## config.mk

```make
export PLATFORM = sky130hd
export DESIGN_NAME = lsu_subsys_top
export DESIGN_NICKNAME = d
export VERILOG_FILES = /design/src/lsu_pkg.sv /design/src/lsu_req_align.sv /design/src/lsu_load_extract.sv /design/src/lsu_ctrl.sv /design/src/data_mem_arbiter.sv /design/src/mem_event_counters.sv /design/src/lsu_subsys_top.sv
export SDC_FILE = /design/constraint.sdc
export NUM_CORES = 1
export LEC_CHECK = 0
export BUFFER_PORTS_ARGS = -buffer_cell sky130_fd_sc_hd__buf_4
export CAP_MARGIN = 20
export CORE_AREA = 2 2 129 131
export DETAILED_ROUTE_END_ITERATION = 8
export DIE_AREA = 0 0 131 133
export PLACE_DENSITY = 0.74
export SLEW_MARGIN = 10
export SYNTH_ARGS = -nofsm -noshare
export SYNTH_HDL_FRONTEND = slang
export SYNTH_SLANG_ARGS = --single-unit
```

## constraint.sdc

```tcl
create_clock -name clk -period 3.8 [get_ports clk]
set_clock_uncertainty 0.2 [all_clocks]
set_input_delay 0.76 -clock clk [delete_from_list [all_inputs] [get_ports clk]]
set_output_delay 0.76 -clock clk [all_outputs]
set_load 0.01 [all_outputs]
```

## src/lsu_pkg.sv

```systemverilog
/*
 * Shared definitions for the load/store data-memory subsystem
 * Bus widths and counter width
 * Access size, controller state and counter select enums
 * Core request, memory request and load info packed structs
 */

package lsu_pkg;

  ////////////////////////////////////////////////////////////
  // Widths
  ////////////////////////////////////////////////////////////

  localparam int unsigned ADDR_W = 32;
  localparam int unsigned DATA_W = 32;
  // One enable per byte lane
  localparam int unsigned BE_W   = DATA_W / 8;
  localparam int unsigned CNT_W  = 16;

  ////////////////////////////////////////////////////////////
  // Enums
  ////////////////////////////////////////////////////////////

  // Access size, same encoding as the core decoder
  typedef enum logic [1:0] {
    DT_WORD = 2'b00,
    DT_HALF = 2'b01,
    DT_BYTE = 2'b10
  } data_type_e;

  // Load/store controller states
  typedef enum logic [1:0] {
    LSU_IDLE        = 2'b00,
    LSU_WAIT_GNT    = 2'b01,
    LSU_WAIT_RVALID = 2'b10
  } lsu_state_e;

  // Event counter read select
  typedef enum logic {
    CNT_LOAD  = 1'b0,
    CNT_STORE = 1'b1
  } cnt_sel_e;

  ////////////////////////////////////////////////////////////
  // Structs
  ////////////////////////////////////////////////////////////

  // Core side request, byte address and unshifted data
  typedef struct packed {
    logic              we;
    data_type_e        data_type;
    logic              sign_ext;
    logic [ADDR_W-1:0] addr;
    logic [DATA_W-1:0] wdata;
  } lsu_req_t;

  // Memory port request, word address and lane aligned data
  typedef struct packed {
    logic [ADDR_W-1:0] addr;
    logic              we;
    logic [BE_W-1:0]   be;
    logic [DATA_W-1:0] wdata;
  } mem_req_t;

  // Kept for the pending load until rvalid
  typedef struct packed {
    logic [1:0] offset;
    data_type_e data_type;
    logic       sign_ext;
  } load_info_t;

endpackage

```

## src/lsu_req_align.sv

```systemverilog
/*
 * Request alignment for the data memory port
 * Word address, byte enables and write data lane rotation
 * Misaligned half and word detection
 */

`timescale 1ns/1ps

module lsu_req_align import lsu_pkg::*; (
  input  lsu_req_t lsu_req_i,
  output mem_req_t mem_req_o,
  output logic     misaligned_o
);

  logic [1:0] offset;

  // Byte offset inside the addressed word
  assign offset = lsu_req_i.addr[1:0];

  assign mem_req_o.addr = {lsu_req_i.addr[ADDR_W-1:2], 2'b00};
  assign mem_req_o.we   = lsu_req_i.we;

  ////////////////////////////////////////////////////////////
  // Byte enables and misalignment
  ////////////////////////////////////////////////////////////

  always_comb begin
    mem_req_o.be = '1;
    misaligned_o = 1'b0;
    case (lsu_req_i.data_type)
      DT_BYTE: begin
        mem_req_o.be = 4'b0001 << offset;
      end
      DT_HALF: begin
        // Upper or lower half, odd address is illegal
        mem_req_o.be = offset[1] ? 4'b1100 : 4'b0011;
        misaligned_o = offset[0];
      end
      default: begin
        // Word, and the unused encoding treated as word
        mem_req_o.be = 4'b1111;
        misaligned_o = (offset != 2'b00);
      end
    endcase
  end

  ////////////////////////////////////////////////////////////
  // Write data rotation into the addressed lanes
  ////////////////////////////////////////////////////////////

  always_comb begin
    case (offset)
      2'b00:   mem_req_o.wdata = lsu_req_i.wdata;
      2'b01:   mem_req_o.wdata = {lsu_req_i.wdata[23:0], lsu_req_i.wdata[31:24]};
      2'b10:   mem_req_o.wdata = {lsu_req_i.wdata[15:0], lsu_req_i.wdata[31:16]};
      default: mem_req_o.wdata = {lsu_req_i.wdata[7:0], lsu_req_i.wdata[31:8]};
    endcase
  end

endmodule

```

## src/lsu_load_extract.sv

```systemverilog
/*
 * Load data extraction
 * Lane selection by byte offset, sign or zero extension
 */

`timescale 1ns/1ps

module lsu_load_extract import lsu_pkg::*; (
  input  logic [DATA_W-1:0] rdata_i,
  input  load_info_t        info_i,
  output logic [DATA_W-1:0] rdata_o
);

  logic [DATA_W-1:0] rdata_shift;

  // Rotate the addressed lane down to bit 0
  always_comb begin
    case (info_i.offset)
      2'b00:   rdata_shift = rdata_i;
      2'b01:   rdata_shift = {rdata_i[7:0], rdata_i[31:8]};
      2'b10:   rdata_shift = {rdata_i[15:0], rdata_i[31:16]};
      default: rdata_shift = {rdata_i[23:0], rdata_i[31:24]};
    endcase
  end

  // Extension by size and flag
  always_comb begin
    case (info_i.data_type)
      DT_BYTE: begin
        rdata_o = {{24{info_i.sign_ext & rdata_shift[7]}}, rdata_shift[7:0]};
      end
      DT_HALF: begin
        rdata_o = {{16{info_i.sign_ext & rdata_shift[15]}}, rdata_shift[15:0]};
      end
      default: begin
        // Word loads are always aligned
        rdata_o = rdata_i;
      end
    endcase
  end

endmodule

```

## src/lsu_ctrl.sv

```systemverilog
/*
 * Load/store controller
 * FSM for request, grant and response phases
 * Registered memory request and load info, error pulse on misalignment
 */

`timescale 1ns/1ps

module lsu_ctrl import lsu_pkg::*; (
  input  logic              clk,
  input  logic              rst_ni,
  // Core side
  input  logic              lsu_req_valid_i,
  input  lsu_req_t          lsu_req_i,
  // Memory side
  output logic              mem_req_valid_o,
  output mem_req_t          mem_req_o,
  input  logic              mem_gnt_i,
  input  logic              mem_rvalid_i,
  input  logic [DATA_W-1:0] mem_rdata_i,
  // Completion
  output logic              lsu_valid_o,
  output logic              lsu_err_o,
  output logic [DATA_W-1:0] lsu_rdata_o,
  output logic              busy_o
);

  lsu_state_e state_q;
  lsu_state_e state_d;
  mem_req_t   aligned_req;
  mem_req_t   mem_req_q;
  load_info_t info_q;
  logic       misaligned;
  logic       accept;
  logic       err_q;

  lsu_req_align i_req_align (
    .lsu_req_i    ( lsu_req_i   ),
    .mem_req_o    ( aligned_req ),
    .misaligned_o ( misaligned  )
  );

  // New requests only taken in idle
  assign accept = lsu_req_valid_i & (state_q == LSU_IDLE);

  ////////////////////////////////////////////////////////////
  // FSM
  ////////////////////////////////////////////////////////////

  always_comb begin
    state_d = state_q;
    case (state_q)
      LSU_IDLE: begin
        if (accept && !misaligned) begin
          state_d = LSU_WAIT_GNT;
        end
      end
      LSU_WAIT_GNT: begin
        if (mem_gnt_i) begin
          state_d = LSU_WAIT_RVALID;
        end
      end
      LSU_WAIT_RVALID: begin
        if (mem_rvalid_i) begin
          state_d = LSU_IDLE;
        end
      end
      default: state_d = LSU_IDLE;
    endcase
  end

  always_ff @(posedge clk or negedge rst_ni) begin
    if (!rst_ni) begin
      state_q <= LSU_IDLE;
      err_q   <= 1'b0;
    end else begin
      state_q <= state_d;
      // One cycle error pulse, request is dropped
      err_q   <= accept & misaligned;
    end
  end

  // Request fields held stable until the grant
  always_ff @(posedge clk) begin
    if (accept) begin
      mem_req_q        <= aligned_req;
      info_q.offset    <= lsu_req_i.addr[1:0];
      info_q.data_type <= lsu_req_i.data_type;
      info_q.sign_ext  <= lsu_req_i.sign_ext;
    end
  end

  lsu_load_extract i_load_extract (
    .rdata_i ( mem_rdata_i ),
    .info_i  ( info_q      ),
    .rdata_o ( lsu_rdata_o )
  );

  assign mem_req_valid_o = (state_q == LSU_WAIT_GNT);
  assign mem_req_o       = mem_req_q;
  // Completion in the rvalid cycle itself
  assign lsu_valid_o     = (state_q == LSU_WAIT_RVALID) & mem_rvalid_i;
  assign lsu_err_o       = err_q;
  assign busy_o          = (state_q != LSU_IDLE);

endmodule

```

## src/data_mem_arbiter.sv

```systemverilog
/*
 * Data port arbiter between the core path and the debug port
 * Debug first selection, single outstanding transaction
 * Response steering to the recorded owner
 */

`timescale 1ns/1ps

module data_mem_arbiter import lsu_pkg::*; (
  input  logic              clk,
  input  logic              rst_ni,
  // Core side
  input  logic              core_req_i,
  input  mem_req_t          core_mem_i,
  output logic              core_gnt_o,
  output logic              core_rvalid_o,
  output logic [DATA_W-1:0] core_rdata_o,
  // Debug side
  input  logic              dbg_req_i,
  input  mem_req_t          dbg_mem_i,
  output logic              dbg_gnt_o,
  output logic              dbg_rvalid_o,
  output logic [DATA_W-1:0] dbg_rdata_o,
  // Memory side
  output logic              data_req_o,
  output mem_req_t          data_mem_o,
  input  logic              data_gnt_i,
  input  logic              data_rvalid_i,
  input  logic [DATA_W-1:0] data_rdata_i,
  // Status
  output logic              pending_o
);

  logic pending_q;
  logic owner_dbg_q;
  logic granted;

  ////////////////////////////////////////////////////////////
  // Request side
  ////////////////////////////////////////////////////////////

  // Nothing forwarded while a response is outstanding
  assign data_req_o = ~pending_q & (dbg_req_i | core_req_i);
  assign data_mem_o = dbg_req_i ? dbg_mem_i : core_mem_i;

  assign dbg_gnt_o  = ~pending_q & dbg_req_i & data_gnt_i;
  assign core_gnt_o = ~pending_q & ~dbg_req_i & core_req_i & data_gnt_i;
  assign granted    = data_req_o & data_gnt_i;

  // Owner recorded at the granting edge
  always_ff @(posedge clk or negedge rst_ni) begin
    if (!rst_ni) begin
      pending_q   <= 1'b0;
      owner_dbg_q <= 1'b0;
    end else if (granted) begin
      pending_q   <= 1'b1;
      owner_dbg_q <= dbg_req_i;
    end else if (data_rvalid_i) begin
      pending_q   <= 1'b0;
    end
  end

  ////////////////////////////////////////////////////////////
  // Response side
  ////////////////////////////////////////////////////////////

  assign core_rvalid_o = data_rvalid_i & pending_q & ~owner_dbg_q;
  assign dbg_rvalid_o  = data_rvalid_i & pending_q & owner_dbg_q;
  assign core_rdata_o  = owner_dbg_q ? '0 : data_rdata_i;
  assign dbg_rdata_o   = owner_dbg_q ? data_rdata_i : '0;

  assign pending_o = pending_q;

endmodule

```

## src/mem_event_counters.sv

```systemverilog
/*
 * Load and store event counters
 * Saturating counts of granted core requests, select based read port
 */

`timescale 1ns/1ps

module mem_event_counters import lsu_pkg::*; (
  input  logic             clk,
  input  logic             rst_ni,
  input  logic             gnt_event_i,
  input  logic             gnt_we_i,
  input  cnt_sel_e         cnt_sel_i,
  output logic [CNT_W-1:0] cnt_rdata_o
);

  logic [CNT_W-1:0] load_cnt_q;
  logic [CNT_W-1:0] store_cnt_q;

  // Counts stop at all ones
  always_ff @(posedge clk or negedge rst_ni) begin
    if (!rst_ni) begin
      load_cnt_q  <= '0;
      store_cnt_q <= '0;
    end else if (gnt_event_i) begin
      if (!gnt_we_i && (load_cnt_q != {CNT_W{1'b1}})) begin
        load_cnt_q <= load_cnt_q + 1'b1;
      end
      if (gnt_we_i && (store_cnt_q != {CNT_W{1'b1}})) begin
        store_cnt_q <= store_cnt_q + 1'b1;
      end
    end
  end

  // Combinational read port
  assign cnt_rdata_o = (cnt_sel_i == CNT_STORE) ? store_cnt_q : load_cnt_q;

endmodule

```

## src/lsu_subsys_top.sv

```systemverilog
/*
 * Top level of the data-memory subsystem
 * Load/store controller, data port arbiter and event counters
 */

`timescale 1ns/1ps

module lsu_subsys_top import lsu_pkg::*; (
  input  logic              clk,
  input  logic              rst_ni,
  // Core side
  input  logic              lsu_req_valid_i,
  input  lsu_req_t          lsu_req_i,
  output logic              lsu_valid_o,
  output logic              lsu_err_o,
  output logic [DATA_W-1:0] lsu_rdata_o,
  // Debug side
  input  logic              dbg_req_i,
  input  mem_req_t          dbg_mem_i,
  output logic              dbg_gnt_o,
  output logic              dbg_rvalid_o,
  output logic [DATA_W-1:0] dbg_rdata_o,
  // Memory side
  output logic              data_req_o,
  output mem_req_t          data_mem_o,
  input  logic              data_gnt_i,
  input  logic              data_rvalid_i,
  input  logic [DATA_W-1:0] data_rdata_i,
  // Counters and status
  input  cnt_sel_e          cnt_sel_i,
  output logic [CNT_W-1:0]  cnt_rdata_o,
  output logic              busy_o
);

  // Core path between controller and arbiter
  logic              core_req;
  mem_req_t          core_mem;
  logic              core_gnt;
  logic              core_rvalid;
  logic [DATA_W-1:0] core_rdata;
  logic              ctrl_busy;
  logic              arb_pending;

  lsu_ctrl i_lsu_ctrl (
    .clk             ( clk             ),
    .rst_ni          ( rst_ni          ),
    .lsu_req_valid_i ( lsu_req_valid_i ),
    .lsu_req_i       ( lsu_req_i       ),
    .mem_req_valid_o ( core_req        ),
    .mem_req_o       ( core_mem        ),
    .mem_gnt_i       ( core_gnt        ),
    .mem_rvalid_i    ( core_rvalid     ),
    .mem_rdata_i     ( core_rdata      ),
    .lsu_valid_o     ( lsu_valid_o     ),
    .lsu_err_o       ( lsu_err_o       ),
    .lsu_rdata_o     ( lsu_rdata_o     ),
    .busy_o          ( ctrl_busy       )
  );

  data_mem_arbiter i_arbiter (
    .clk           ( clk           ),
    .rst_ni        ( rst_ni        ),
    .core_req_i    ( core_req      ),
    .core_mem_i    ( core_mem      ),
    .core_gnt_o    ( core_gnt      ),
    .core_rvalid_o ( core_rvalid   ),
    .core_rdata_o  ( core_rdata    ),
    .dbg_req_i     ( dbg_req_i     ),
    .dbg_mem_i     ( dbg_mem_i     ),
    .dbg_gnt_o     ( dbg_gnt_o     ),
    .dbg_rvalid_o  ( dbg_rvalid_o  ),
    .dbg_rdata_o   ( dbg_rdata_o   ),
    .data_req_o    ( data_req_o    ),
    .data_mem_o    ( data_mem_o    ),
    .data_gnt_i    ( data_gnt_i    ),
    .data_rvalid_i ( data_rvalid_i ),
    .data_rdata_i  ( data_rdata_i  ),
    .pending_o     ( arb_pending   )
  );

  // Only granted core requests are counted
  mem_event_counters i_counters (
    .clk         ( clk                  ),
    .rst_ni      ( rst_ni               ),
    .gnt_event_i ( core_req & core_gnt  ),
    .gnt_we_i    ( core_mem.we          ),
    .cnt_sel_i   ( cnt_sel_i            ),
    .cnt_rdata_o ( cnt_rdata_o          )
  );

  assign busy_o = ctrl_busy | arb_pending;

endmodule

```

Word-level counts from Yosys, hierarchy flattened
Index checks and enable logic that the tools add are counted.
- word-level logic and storage cells: 82
- flip-flop bits (word level): 109
- bitwise operators: 21
- reduce and logical (&&, ||, !) cells: 14
- multiplexer cells: 16
- eq/ne operators: 15
- add/subtract/negate cells: 2
- shift-type cells: 1
- operators with widths (operator ; count):
    $pmux W32 S3 ; 1
    $mux W69 ; 1
    $mux W32 ; 2
    $pmux W32 S2 ; 1
    $pmux W16 S3 ; 1
    $add A16 B1 Y16 const B ; 2
    $ne A16 B16 Y1 const B ; 2
    $and A1 B1 Y1 ; 16
    $mux W16 ; 1
    $eq A2 B1 Y1 const B ; 5
    $eq A2 B2 Y1 const B ; 5
    $pmux W4 S2 ; 1
    $logic_not A2 Y1 ; 3
    $mux W2 ; 3
    $pmux W2 S3 ; 1
    $reduce_bool A2 Y1 ; 3
    $mux W4 ; 1
    $ne A2 B1 Y1 const B ; 2
    $reduce_and A2 Y1 ; 2
    $shl A1 B2 Y4 const A ; 1
    $logic_and A1 B1 Y1 ; 3
    $not A1 Y1 ; 3
    $reduce_and A3 Y1 ; 1
    $logic_not A1 Y1 ; 2
    other kinds (4) ; 6

Longest topological paths before layout
Gate-level depths: netlist of the first run.
- word-level depth: 6
- mapped depth: 6
- gate-level depth less buffers: 6

By module
A second synthesis of the first run with hierarchy kept.
- cell total of the unflattened synthesis: 606
- area, all modules: 7976.4 um^2
- modules (own cells, without submodules) (module ; sequential area each (um^2) ; cells each ; area an instance (um^2) ; instances):
    lsu_ctrl ; 2297.2 ; 88 ; 2388.5 ; 1
    mem_event_counters ; 800.8 ; 162 ; 1761.7 ; 1
    data_mem_arbiter ; 50.0 ; 161 ; 1726.7 ; 1
    lsu_req_align ; 0.0 ; 90 ; 1197.4 ; 1
    lsu_load_extract ; 0.0 ; 103 ; 889.6 ; 1
    lsu_subsys_top ; 0.0 ; 2 ; 12.5 ; 1

Least setup slack after synthesis of the first run
No wires, ideal clock.
- path type: input port to flip-flop
- start point: input port lsu_req_valid_i
- end point: register i_lsu_ctrl.info_q[0] (netlist name) (enable)
- data arrival time: 2.455 ns
- cell stages on the path: 1
- path buffers: 0
- path slack: 0.707 ns
- library setup time: 0.439 ns
- data required time: 3.161 ns
- path through: and2_1
- cells in the longest elaborated chain, start to end: 1
- RTL lines (what ; line ; text):
    start, declared ; lsu_subsys_top.sv:12 ; input logic lsu_req_valid_i,
    $and A1 B1 Y1 ; lsu_ctrl.sv:44 ; assign accept = lsu_req_valid_i & (state_q == LSU_IDLE);
    end, declared ; lsu_ctrl.sv:32 ; load_info_t info_q;
Every way passes these cells.
A chain may end at the register's enable or synchronous reset.

Worst setup path after layout of the first run
- start point: register i_lsu_ctrl.info_q[3] (netlist name)
- end point: output port lsu_rdata_o[21]
- cells in the longest elaborated chain, start to end: 4
- elaborated cells between the ends (all ways): 7
- classes of those cells: 2 x eq/ne; 2 x mux; 2 x bitwise; 1 x reduce/logical
- RTL lines (what ; line ; text):
    $eq A2 B2 Y1 (tied with other cells) ; lsu_load_extract.sv:18 ; case (info_i.offset)
    $pmux W16 S3 (*) ; lsu_load_extract.sv:18 ;
    $and A1 B1 Y1 (on tied branches) ; lsu_load_extract.sv:33, lsu_load_extract.sv:30 ;
    $pmux W32 S2 (*) ; lsu_load_extract.sv:28 ; case (info_i.data_type)
    end, declared ; lsu_subsys_top.sv:16 ; output logic [DATA_W-1:0] lsu_rdata_o,
Every way passes the cells marked *; elsewhere a longest branch is shown, timed or not.

==> results of run 1 <==
## layer usage
| metal | up-vias | track usage, % | wire, µm |
|---|---|---|---|
| met3 | 29 | 5.82 | 1880 |
| li1 | 2925 | - | - |
| met1 | 2991 | 28.9 | 8150 |
| met4 | 0 | 6.44 | 370 |
| met5 | - | 0 | 0 |
| met2 | 315 | 39.7 | 10500 |
## final cells by class
type                       count  area share [%]
inverter                      16           0.591
clock inverter                 6           0.530
timing repair buffer         340            25.4
sequential                   109            30.4
clock buffer                  10            2.25
multi-input combinational    445            38.1
tap                          220            2.71
## registers in the layout (all words and copies together), names as in the netlist
signal and count:
i_counters.store_cnt_q 16, i_lsu_ctrl.info_q 5, i_lsu_ctrl.mem_req_o 67, i_arbiter.owner_dbg_q 1, i_arbiter.pending_o 1, i_lsu_ctrl.state_q 2
i_counters.load_cnt_q 16, i_lsu_ctrl.lsu_err_o 1
## logic make-up after synthesis
kind of cell / after synthesis / share of synthesized area [%]
compound gates: 97 / 9.31
mux: 116 / 23.4
flops: 109 / 43.0
fa+ha+maj: 6 / 1.05
simple gates: 200 / 16.9
xor+xnor: 26 / 3.17
buf+inv: 56 / 3.16
## metrics by stage
step	cells	utilization, %
finish	1146	62.8
global route	1146	62.8
CTS	1146	62.8
detailed placement	1130	61.1
global placement	1130	61.1
floorplan	610	-
## cells in the mapped netlist, types with 2 or more instances
cell      number  area (µm²)
clkbuf_1      27         101
nor4_1        12        75.1
nor2b_1       18         113
nor4b_1        2        17.5
a32o_1         7        70.1
nand3_1       21         105
o21ai_0       26         130
a211oi_1       2        15.0
o21a_1         8        60.1
nor3_1         5        25.0
buf_1          2        7.51
a22oi_1       15         113
a21oi_1        6        30.0
xor2_1        20         175
ha_1           6        75.1
nand4_1        4        25.0
edfxtp_1      72        2160
nand2b_1      17         106
mux2_2        81         912
xnor2_1        6        52.6
nor4b_2        3        45.0
o211ai_1       9        67.6
o22ai_1        2        12.5
nand4_2        3        37.5
buf_2         10        50.1
and2_1        37         231
nor2_1        12        45.0
mux4_2        33         743
a31oi_1        4        25.0
dfrtp_1       37         926
nand2_1       42         158
nor4_4         2        42.5
and3_1         7        43.8
o21bai_1       5        37.5
inv_1         16        60.1
a21o_1         9        67.6
mux2_1         2        22.5
## worst max-delay path by stage
stage                                     end  slack (ps)  depth (start not counted)
6_report                      lsu_rdata_o[21]         430                          5
3_3_place_gp                  lsu_rdata_o[29]         710                          6
2_1_floorplan  i_lsu_ctrl.info_q[0]$_DFFE_PP_         710                          1
4_1_cts                       lsu_rdata_o[21]         430                          5
3_5_place_dp                  lsu_rdata_o[21]         640                          6
5_1_grt                       lsu_rdata_o[25]         270                          5
## worst reg2reg max path, stage by stage, from the launching register on
cell,delay (ps)
dfrtp_1,440
nor4bb_2,290
buf_4,230
nand4_4,170
and4bb_2,340
mux2_1,320
## placed cells by master, fill, tap and decap left out, types with 3 or more instances in the layout
master	n
nand4_1	4
nor4b_2	3
nor4_1	12
inv_1	16
nand2b_1	17
o21a_1	8
nor2_1	12
a22oi_1	15
a21oi_1	6
and2_1	36
o21ai_0	26
clkbuf_16	9
o21bai_1	5
o211ai_1	9
xnor2_1	6
mux2_2	81
ha_1	6
xor2_1	20
nand2_1	42
nand4_2	3
edfxtp_1	72
and3_1	7
a31oi_1	4
buf_4	338
nor3_1	5
nor2b_1	18
mux4_2	33
nand3_1	21
a21o_1	9
a32o_1	7
dfrtp_1	36
## power groups by stage
stage	logic [mW]	registers (mW)	clock network, mW
floorplan	1.10	1.66	0
global placement	1.94	1.74	0
detailed placement	1.96	1.73	0
CTS	1.97	1.72	0.933
global route	2.12	1.75	0.975
finish	1.96	1.72	0.908
==> results.toml, run 1 <==
[routing]
drc_errors = 0
routed_via_density = 5.46
wl_um = 20900
vias = 6260
dr.pass1.iters = 4
drt-initial-drc-count = 440
ant_nets = 0
wl_per_cell_um = 18.2

[setup_path]
reg2reg_depth = 5
path_delay_family = "simple AND/OR/NAND/NOR gates"
crit_fanout = 17
r2r_end = "i_counters.load_cnt_q[14]$_DFFE_PN0P_"
r2r_slack_ps = 1700
r2r-start = "i_lsu_ctrl.state_q[1]$_DFFE_PN0P_"
critPathCaptureType = "output port"
cp.buffers_inverters = 1
critical_path_required_ps = 2840
crit_type = "register to output port"
path_cells = "or3b_1 > a21oi_1 > o2111ai_2 > nand3_1 > buf_4"
max_stage_delay_ps = 610
cp_slowest_cell = "edfxtp_1"
arrival_ps = 2410
start_kind = "register"
startpoint = "i_lsu_ctrl.info_q[3]$_DFFE_PP_"

[placement]
dp_slack_ps = 641
placed_cell_area_mm2 = 0.00987
dpl.hpwl_um = 16000
gp_congestion = 0.904
port_buffers = 330

[global_routing]
grt_first_pass_wirelength_um = 31100
first_global_vias = 5906
grt_use_total_pct = 23.2
globalRoute.totalOverflow = 0
grt_max_degree = 74
antenna_found_initial = 0

[power]
p_int_mw = 3.00
leakagePower_nw = 4.51
clkPwrFrac_pct = 19.8
finalPower_mw = 4.59
p_per_area_mw_per_mm2 = 452
peakVddDrop_uv = 265
sw_frac_of_total_pct = 34.7
p_switching_mw = 1.59
seqPwrFrac_pct = 37.4
power.share.combinational_pct = 42.8

[synthesis]
avgSynthCellArea_um2 = 11.8
synthCells = 610
synth_edf_count = 72
ys_ff_latch = 109
synth_nets = 792
yosysUniqueCellTypes = 57
netlist_area_mm2 = 0.00718
yosys_warnings = 0
synth-seq-area-share_pct = 43.0
yosys_most_used_dff = "edfxtp_1"
async_flop_share_pct = 33.9

[sta]
finalSetupViolCount = 0
tns_ps = 0
hold_ws_ps = 162
finalCritPeriodShare_pct = 88.7
rsz0062_at_grt = "no"
worst_pin_slew_ps = 971
timing.fmax_mhz = 297
fin_ws_ps = 430
hold_viol_final = 0
fin_crit_ps = 3370
slew_headroom_pct = 35.2
slew_viol_final = 0

[run]
drv_cap = 0

[clocking]
cts_tree = "built"
cts_buffers = 9
htreeDepth = 3
cts_setup_buffers = 0
clkTransAtPathRegs_ps = 70
clock_sinks = 109
clk_latency_ps = 350
ctsHoldBuffers = 0
cts_resized = 0
cts-root-buf = "clkbuf_16"
cts_max_path_buffers = 2

[final_layout]
diodes = 0
final_area_mm2 = 0.0102
seq_area_mm2 = 0.00309
drive_above_1_share_pct = 52.9
nFillCells = 1314
nets = 1103
area_growth_pct = 41.5
multi_input_area_mm2 = 0.00387

[floorplanning]
core.rowCount = 47
dieArea_mm2 = 0.0174
die_w_um = 131
start_util_pct = 44.4
io_pins = 331
coreArea_mm2 = 0.0162
die_h_um = 133

[min_path]
hp-class = "input pin to async pin"

[status]
status = "finished, final reports clean"
No activity file was read; power rests on OpenSTA's default activity.
==> run 2, diff against run 1 <==
--- a/config.mk
+++ b/config.mk
@@ -5,12 +5,12 @@
 export SDC_FILE = /design/constraint.sdc
 export NUM_CORES = 1
 export LEC_CHECK = 0
-export BUFFER_PORTS_ARGS = -buffer_cell sky130_fd_sc_hd__buf_4
 export CAP_MARGIN = 20
-export CORE_AREA = 2 2 129 131
+export CORE_AREA = 2 2 130 132
 export DETAILED_ROUTE_END_ITERATION = 8
-export DIE_AREA = 0 0 131 133
-export PLACE_DENSITY = 0.74
+export DIE_AREA = 0 0 132 134
+export DONT_BUFFER_PORTS = 1
+export PLACE_DENSITY_LB_ADDON = 0.15
 export SLEW_MARGIN = 10
 export SYNTH_ARGS = -nofsm -noshare
 export SYNTH_HDL_FRONTEND = slang
==> results.toml, run 2 (synthesis results as in run 1) <==
[status]
status = "finished, final reports clean"

[global_routing]
antenna_found_initial = 0
use_met2_pct = 34.2
grt-busiest-layer = "met2"
grt_max_degree = 76
grt_use_total_pct = 20.2
globalRouteMet3Util_pct = 5.71
grt_use_met1_pct = 24.9
first_global_vias = 4974
grt_first_pass_wirelength_um = 28000
globalRoute.totalOverflow = 0

[final_layout]
final_area_mm2 = 0.00764
final_common_cell = "mux2_2"
diodes = 0
nFillCells = 1499
multi_input_area_mm2 = 0.00387
nets = 771
final_cell_mix = "mux2_2, edfxtp_1, nand2_1"
largest_reg_flops = 67
fin_util_pct = 46.9
drive_above_1_share_pct = 26.4
area_growth_pct = 6.50
finalNonFillerCells = 814
seq_area_mm2 = 0.00309

[placement]
port_buffers = 0
gp_congestion = 0.884
dp_slack_ps = 762
placed_cell_area_mm2 = 0.00735
dp.cells = 797
dpl.hpwl_um = 13600

[routing]
drt-initial-drc-count = 318
ant_nets = 0
wl_per_cell_um = 22.5
dr.pass1.iters = 5
drc_errors = 0
vias = 5029
wl_um = 18300
routed_via_density = 6.18

[setup_path]
start_kind = "register"
crit_fanout = 19
reg2reg_depth = 5
r2r_slack_ps = 1700
max_stage_delay_ps = 630
startpoint = "i_lsu_ctrl.info_q[4]$_DFFE_PP_"
crit_type = "register to output port"
critPathCaptureType = "output port"
arrival_ps = 2420
path_cells = "or3b_1 > a21oi_1 > o2111ai_2 > nand3_1"
cp_slowest_cell = "edfxtp_1"
r2r-start = "i_lsu_ctrl.state_q[1]$_DFFE_PN0P_"
critical_path_required_ps = 2840
r2r_end = "i_counters.load_cnt_q[14]$_DFFE_PN0P_"

[sta]
finalCritPeriodShare_pct = 89.0
hold_ws_ps = 38.9
tns_ps = 0
rsz0062_at_grt = "no"
finalSetupViolCount = 0
slew_viol_final = 0
timing.fmax_mhz = 296
hold_viol_final = 0
fin_ws_ps = 419
slew_headroom_pct = 33.8
fin_crit_ps = 3380
worst_pin_slew_ps = 993

[clocking]
cts-root-buf = "clkbuf_16"
cts_buffers = 9
htreeDepth = 3
clkTransAtPathRegs_ps = 80
clk_latency_ps = 350
cts_max_path_buffers = 2
cts_tree = "built"
clock_sinks = 109
cts_setup_buffers = 0

[floorplanning]
coreArea_mm2 = 0.0163
dieArea_mm2 = 0.0177
die_w_um = 132
core.rowCount = 47
io_pins = 331
die_h_um = 134
start_util_pct = 44.1

[power]
finalPower_mw = 3.88
power.share.combinational_pct = 32.4
clkPwrFrac_pct = 23.2
sw_frac_of_total_pct = 35.9
seqPwrFrac_pct = 44.3
p_int_mw = 2.49
p_per_area_mw_per_mm2 = 507
leakagePower_nw = 2.88
p_switching_mw = 1.39
peakVddDrop_uv = 251

[min_path]
hp-class = "input pin to async pin"

[run]
drv_cap = 0
## run 2: cell count changes in the layout (fill, tap and decap cells not counted)
cell,delta
clkinv_4,-2
buf_12,-1
clkbuf_1,+1
buf_4,-331
inv_4,+1
## run 2: worst max path at each step
stage | end | slack (ps) | cells past startpoint
after floorplan | i_lsu_ctrl.info_q[0]$_DFFE_PP_ | 710 | 1
after global placement | lsu_rdata_o[26] | 820 | 4
after detailed placement | lsu_rdata_o[26] | 760 | 4
after CTS | lsu_rdata_o[26] | 410 | 4
after global routing | lsu_rdata_o[26] | 240 | 4
final | lsu_rdata_o[26] | 420 | 4
## run 2: area by class of cell
cell class,instances,share of cell area [%]
Multi-Input combinational cell,445,50.6
Tap cell,220,3.60
Sequential cell,109,40.4
Clock inverter,5,0.557
Clock buffer,11,3.04
Timing Repair Buffer,8,0.949
Inverter,16,0.786
## run 2: power groups by stage
stage	combinational, mW	sequential [mW]	clock (mW)
after global routing	1.37	1.75	0.981
after floorplan	1.10	1.66	0
final	1.26	1.72	0.901
after detailed placement	1.25	1.74	0
after global placement	1.24	1.74	0
after CTS	1.27	1.72	0.940
## run 2: routing by layer
| metal | up-vias | wire, µm |
|---|---|---|
| li1 | 2262 | - |
| met1 | 2478 | 7320 |
| met2 | 265 | 9110 |
| met3 | 24 | 1510 |
| met4 | 0 | 334 |
| met5 | - | 0 |
## run 2: timing repair
| action | in CTS | in global routing |
|---|---|---|
| hold endpoints to repair | 37 | 0 |
| hold buffers | 1 | 0 |
| gates resized for setup | 0 | 0 |
| setup endpoints to repair | 0 | 0 |
## run 2: worst max-delay path, delay by kind of cell (launching register included)
| kind | cells | cell delay (ps) |
|---|---|---|
| compound gates | 2 | 660 |
| flops | 1 | 630 |
| simple gates | 2 | 780 |
==> run 3, diff against run 2 <==
==> constraint.sdc (replaced) <==
create_clock -name clk -period 3.9 [get_ports clk]
set_clock_uncertainty 0.2 [all_clocks]
set_input_delay 0.78 -clock clk [delete_from_list [all_inputs] [get_ports clk]]
set_output_delay 0.78 -clock clk [all_outputs]
set_load 0.01 [all_outputs]
==> results.toml, run 3 (synthesis results as in run 1) <==
[status]
status = "finished, final reports clean"

[sta]
rsz0062_at_grt = "no"
tns_ps = 0
worst_pin_slew_ps = 991
slew_headroom_pct = 33.9
finalSetupViolCount = 0
fin_crit_ps = 3560
timing.fmax_mhz = 281
hold_viol_final = 0
slew_viol_final = 0
finalCritPeriodShare_pct = 91.3

[clocking]
cts-root-buf = "clkbuf_16"
cts_tree = "built"
cts_setup_buffers = 0
clock_sinks = 109
cts_buffers = 9
clkTransAtPathRegs_ps = 80
clk_latency_ps = 350
cts_max_path_buffers = 2
htreeDepth = 3

[final_layout]
final_area_mm2 = 0.00768
finalNonFillerCells = 813
final_common_cell = "mux2_2"
diodes = 0
final_cell_mix = "mux2_2, edfxtp_1, nand2_1"
largest_reg_flops = 67
drive_above_1_share_pct = 26.6
nets = 770
area_growth_pct = 7.04

[power]
p_int_mw = 2.45
p_per_area_mw_per_mm2 = 504
leakagePower_nw = 2.90
p_switching_mw = 1.42
peakVddDrop_uv = 276
finalPower_mw = 3.87
seqPwrFrac_pct = 43.2
clkPwrFrac_pct = 25.5
sw_frac_of_total_pct = 36.7
power.share.combinational_pct = 31.3

[global_routing]
grt_max_degree = 76
grt_first_pass_wirelength_um = 27300
grt_use_total_pct = 19.6
first_global_vias = 4835
globalRoute.totalOverflow = 0
antenna_found_initial = 0

[setup_path]
start_kind = "register"
path_cells = "buf_4 > nor2_1 > a22oi_1 > o21a_1 > o211ai_1"
path_delay_family = "compound AO/OA/AOI/OAI gates"
arrival_ps = 2580
critical_path_required_ps = 2920
cp.buffers_inverters = 1
crit_type = "register to output port"
cp_slowest_cell = "nor2_1"
max_stage_delay_ps = 660
crit_fanout = 19
critPathCaptureType = "output port"

[routing]
drt-initial-drc-count = 317
dr.pass1.iters = 4
vias = 4998
routed_via_density = 6.15
wl_per_cell_um = 22.1
ant_nets = 0
wl_um = 18000
drc_errors = 0

[floorplanning]
die_w_um = 132
coreArea_mm2 = 0.0163
io_pins = 331
die_h_um = 134
core.rowCount = 47
dieArea_mm2 = 0.0177
start_util_pct = 44.1

[placement]
dpl.hpwl_um = 13300
dp.cells = 796
port_buffers = 0
placed_cell_area_mm2 = 0.00734
gp_congestion = 0.893

[min_path]
hp-class = "input pin to async pin"

[run]
drv_cap = 0
==> run 3: changes by cell type in the layout (fill, tap and decap cells not counted) <==
cell,before,now
clkbuf_1,2,0
clkinv_8,0,2
inv_12,0,2
buf_4,7,6
clkinvlp_4,1,0
inv_8,1,2
inv_4,1,0
inv_6,2,1
==> run 3: cell type report <==
type,instances,area [µm²]
Fill cell,1497,8610
Multi-Input combinational cell,445,3870
Timing Repair Buffer,7,65.1
Clock inverter,7,96.3
Sequential cell,109,3090
Clock buffer,9,225
Inverter,16,60.1
Tap cell,220,275
==> run 3: final timing paths <==
path	start	to	slack [ps]	cells past startpoint
max	i_lsu_ctrl.info_q[3]$_DFFE_PP_	lsu_rdata_o[14]	340	5
min	rst_ni	i_counters.load_cnt_q[13]$_DFFE_PN0P_	50	1
max reg2reg	i_lsu_ctrl.state_q[1]$_DFFE_PN0P_	i_counters.load_cnt_q[14]$_DFFE_PN0P_	1810	5
min reg2reg	i_counters.load_cnt_q[0]$_DFFE_PN0P_	i_counters.load_cnt_q[0]$_DFFE_PN0P_	310	1
max in group asynchronous	rst_ni	i_arbiter.owner_dbg_q$_DFFE_PN0P_	3230	1
min in group clk	lsu_req_i[46]	i_lsu_ctrl.mem_req_o[51]$_DFFE_PP_	300	0
==> run 3: metal layers <==
layer | vias up | global-route usage (%) | part of all wire (%)
met2 | 260 | 33.0 | 50
li1 | 2262 | - | -
met5 | - | 0 | 0
met3 | 23 | 6.01 | 8.2
met1 | 2453 | 24.5 | 40
met4 | 0 | 5.37 | 1.4
==> run 3: timing repair <==
action / in CTS / in global routing
endpoints found under the hold margin: 37 / 0
gates resized for setup: 0 / 0
hold buffers: 1 / 0
==> run 3: per-stage QoR <==
step | hold WS, ps | utilization (%) | setup slack, ps
after floorplan | 257 | - | 787
after global placement | 285 | 45.1 | 817
after detailed placement | 285 | 45.1 | 740
after CTS | 50.7 | 47.2 | 329
after global routing | 51.6 | 47.2 | 78.9
final | 52.8 | 47.2 | 337
==> run 3: power groups by stage <==
stage | logic (mW) | clock network [mW] | registers [mW]
after CTS | 1.23 | 1.01 | 1.68
after floorplan | 1.07 | 0 | 1.62
after detailed placement | 1.21 | 0 | 1.70
final | 1.21 | 0.986 | 1.67
after global placement | 1.21 | 0 | 1.69
after global routing | 1.32 | 1.05 | 1.71
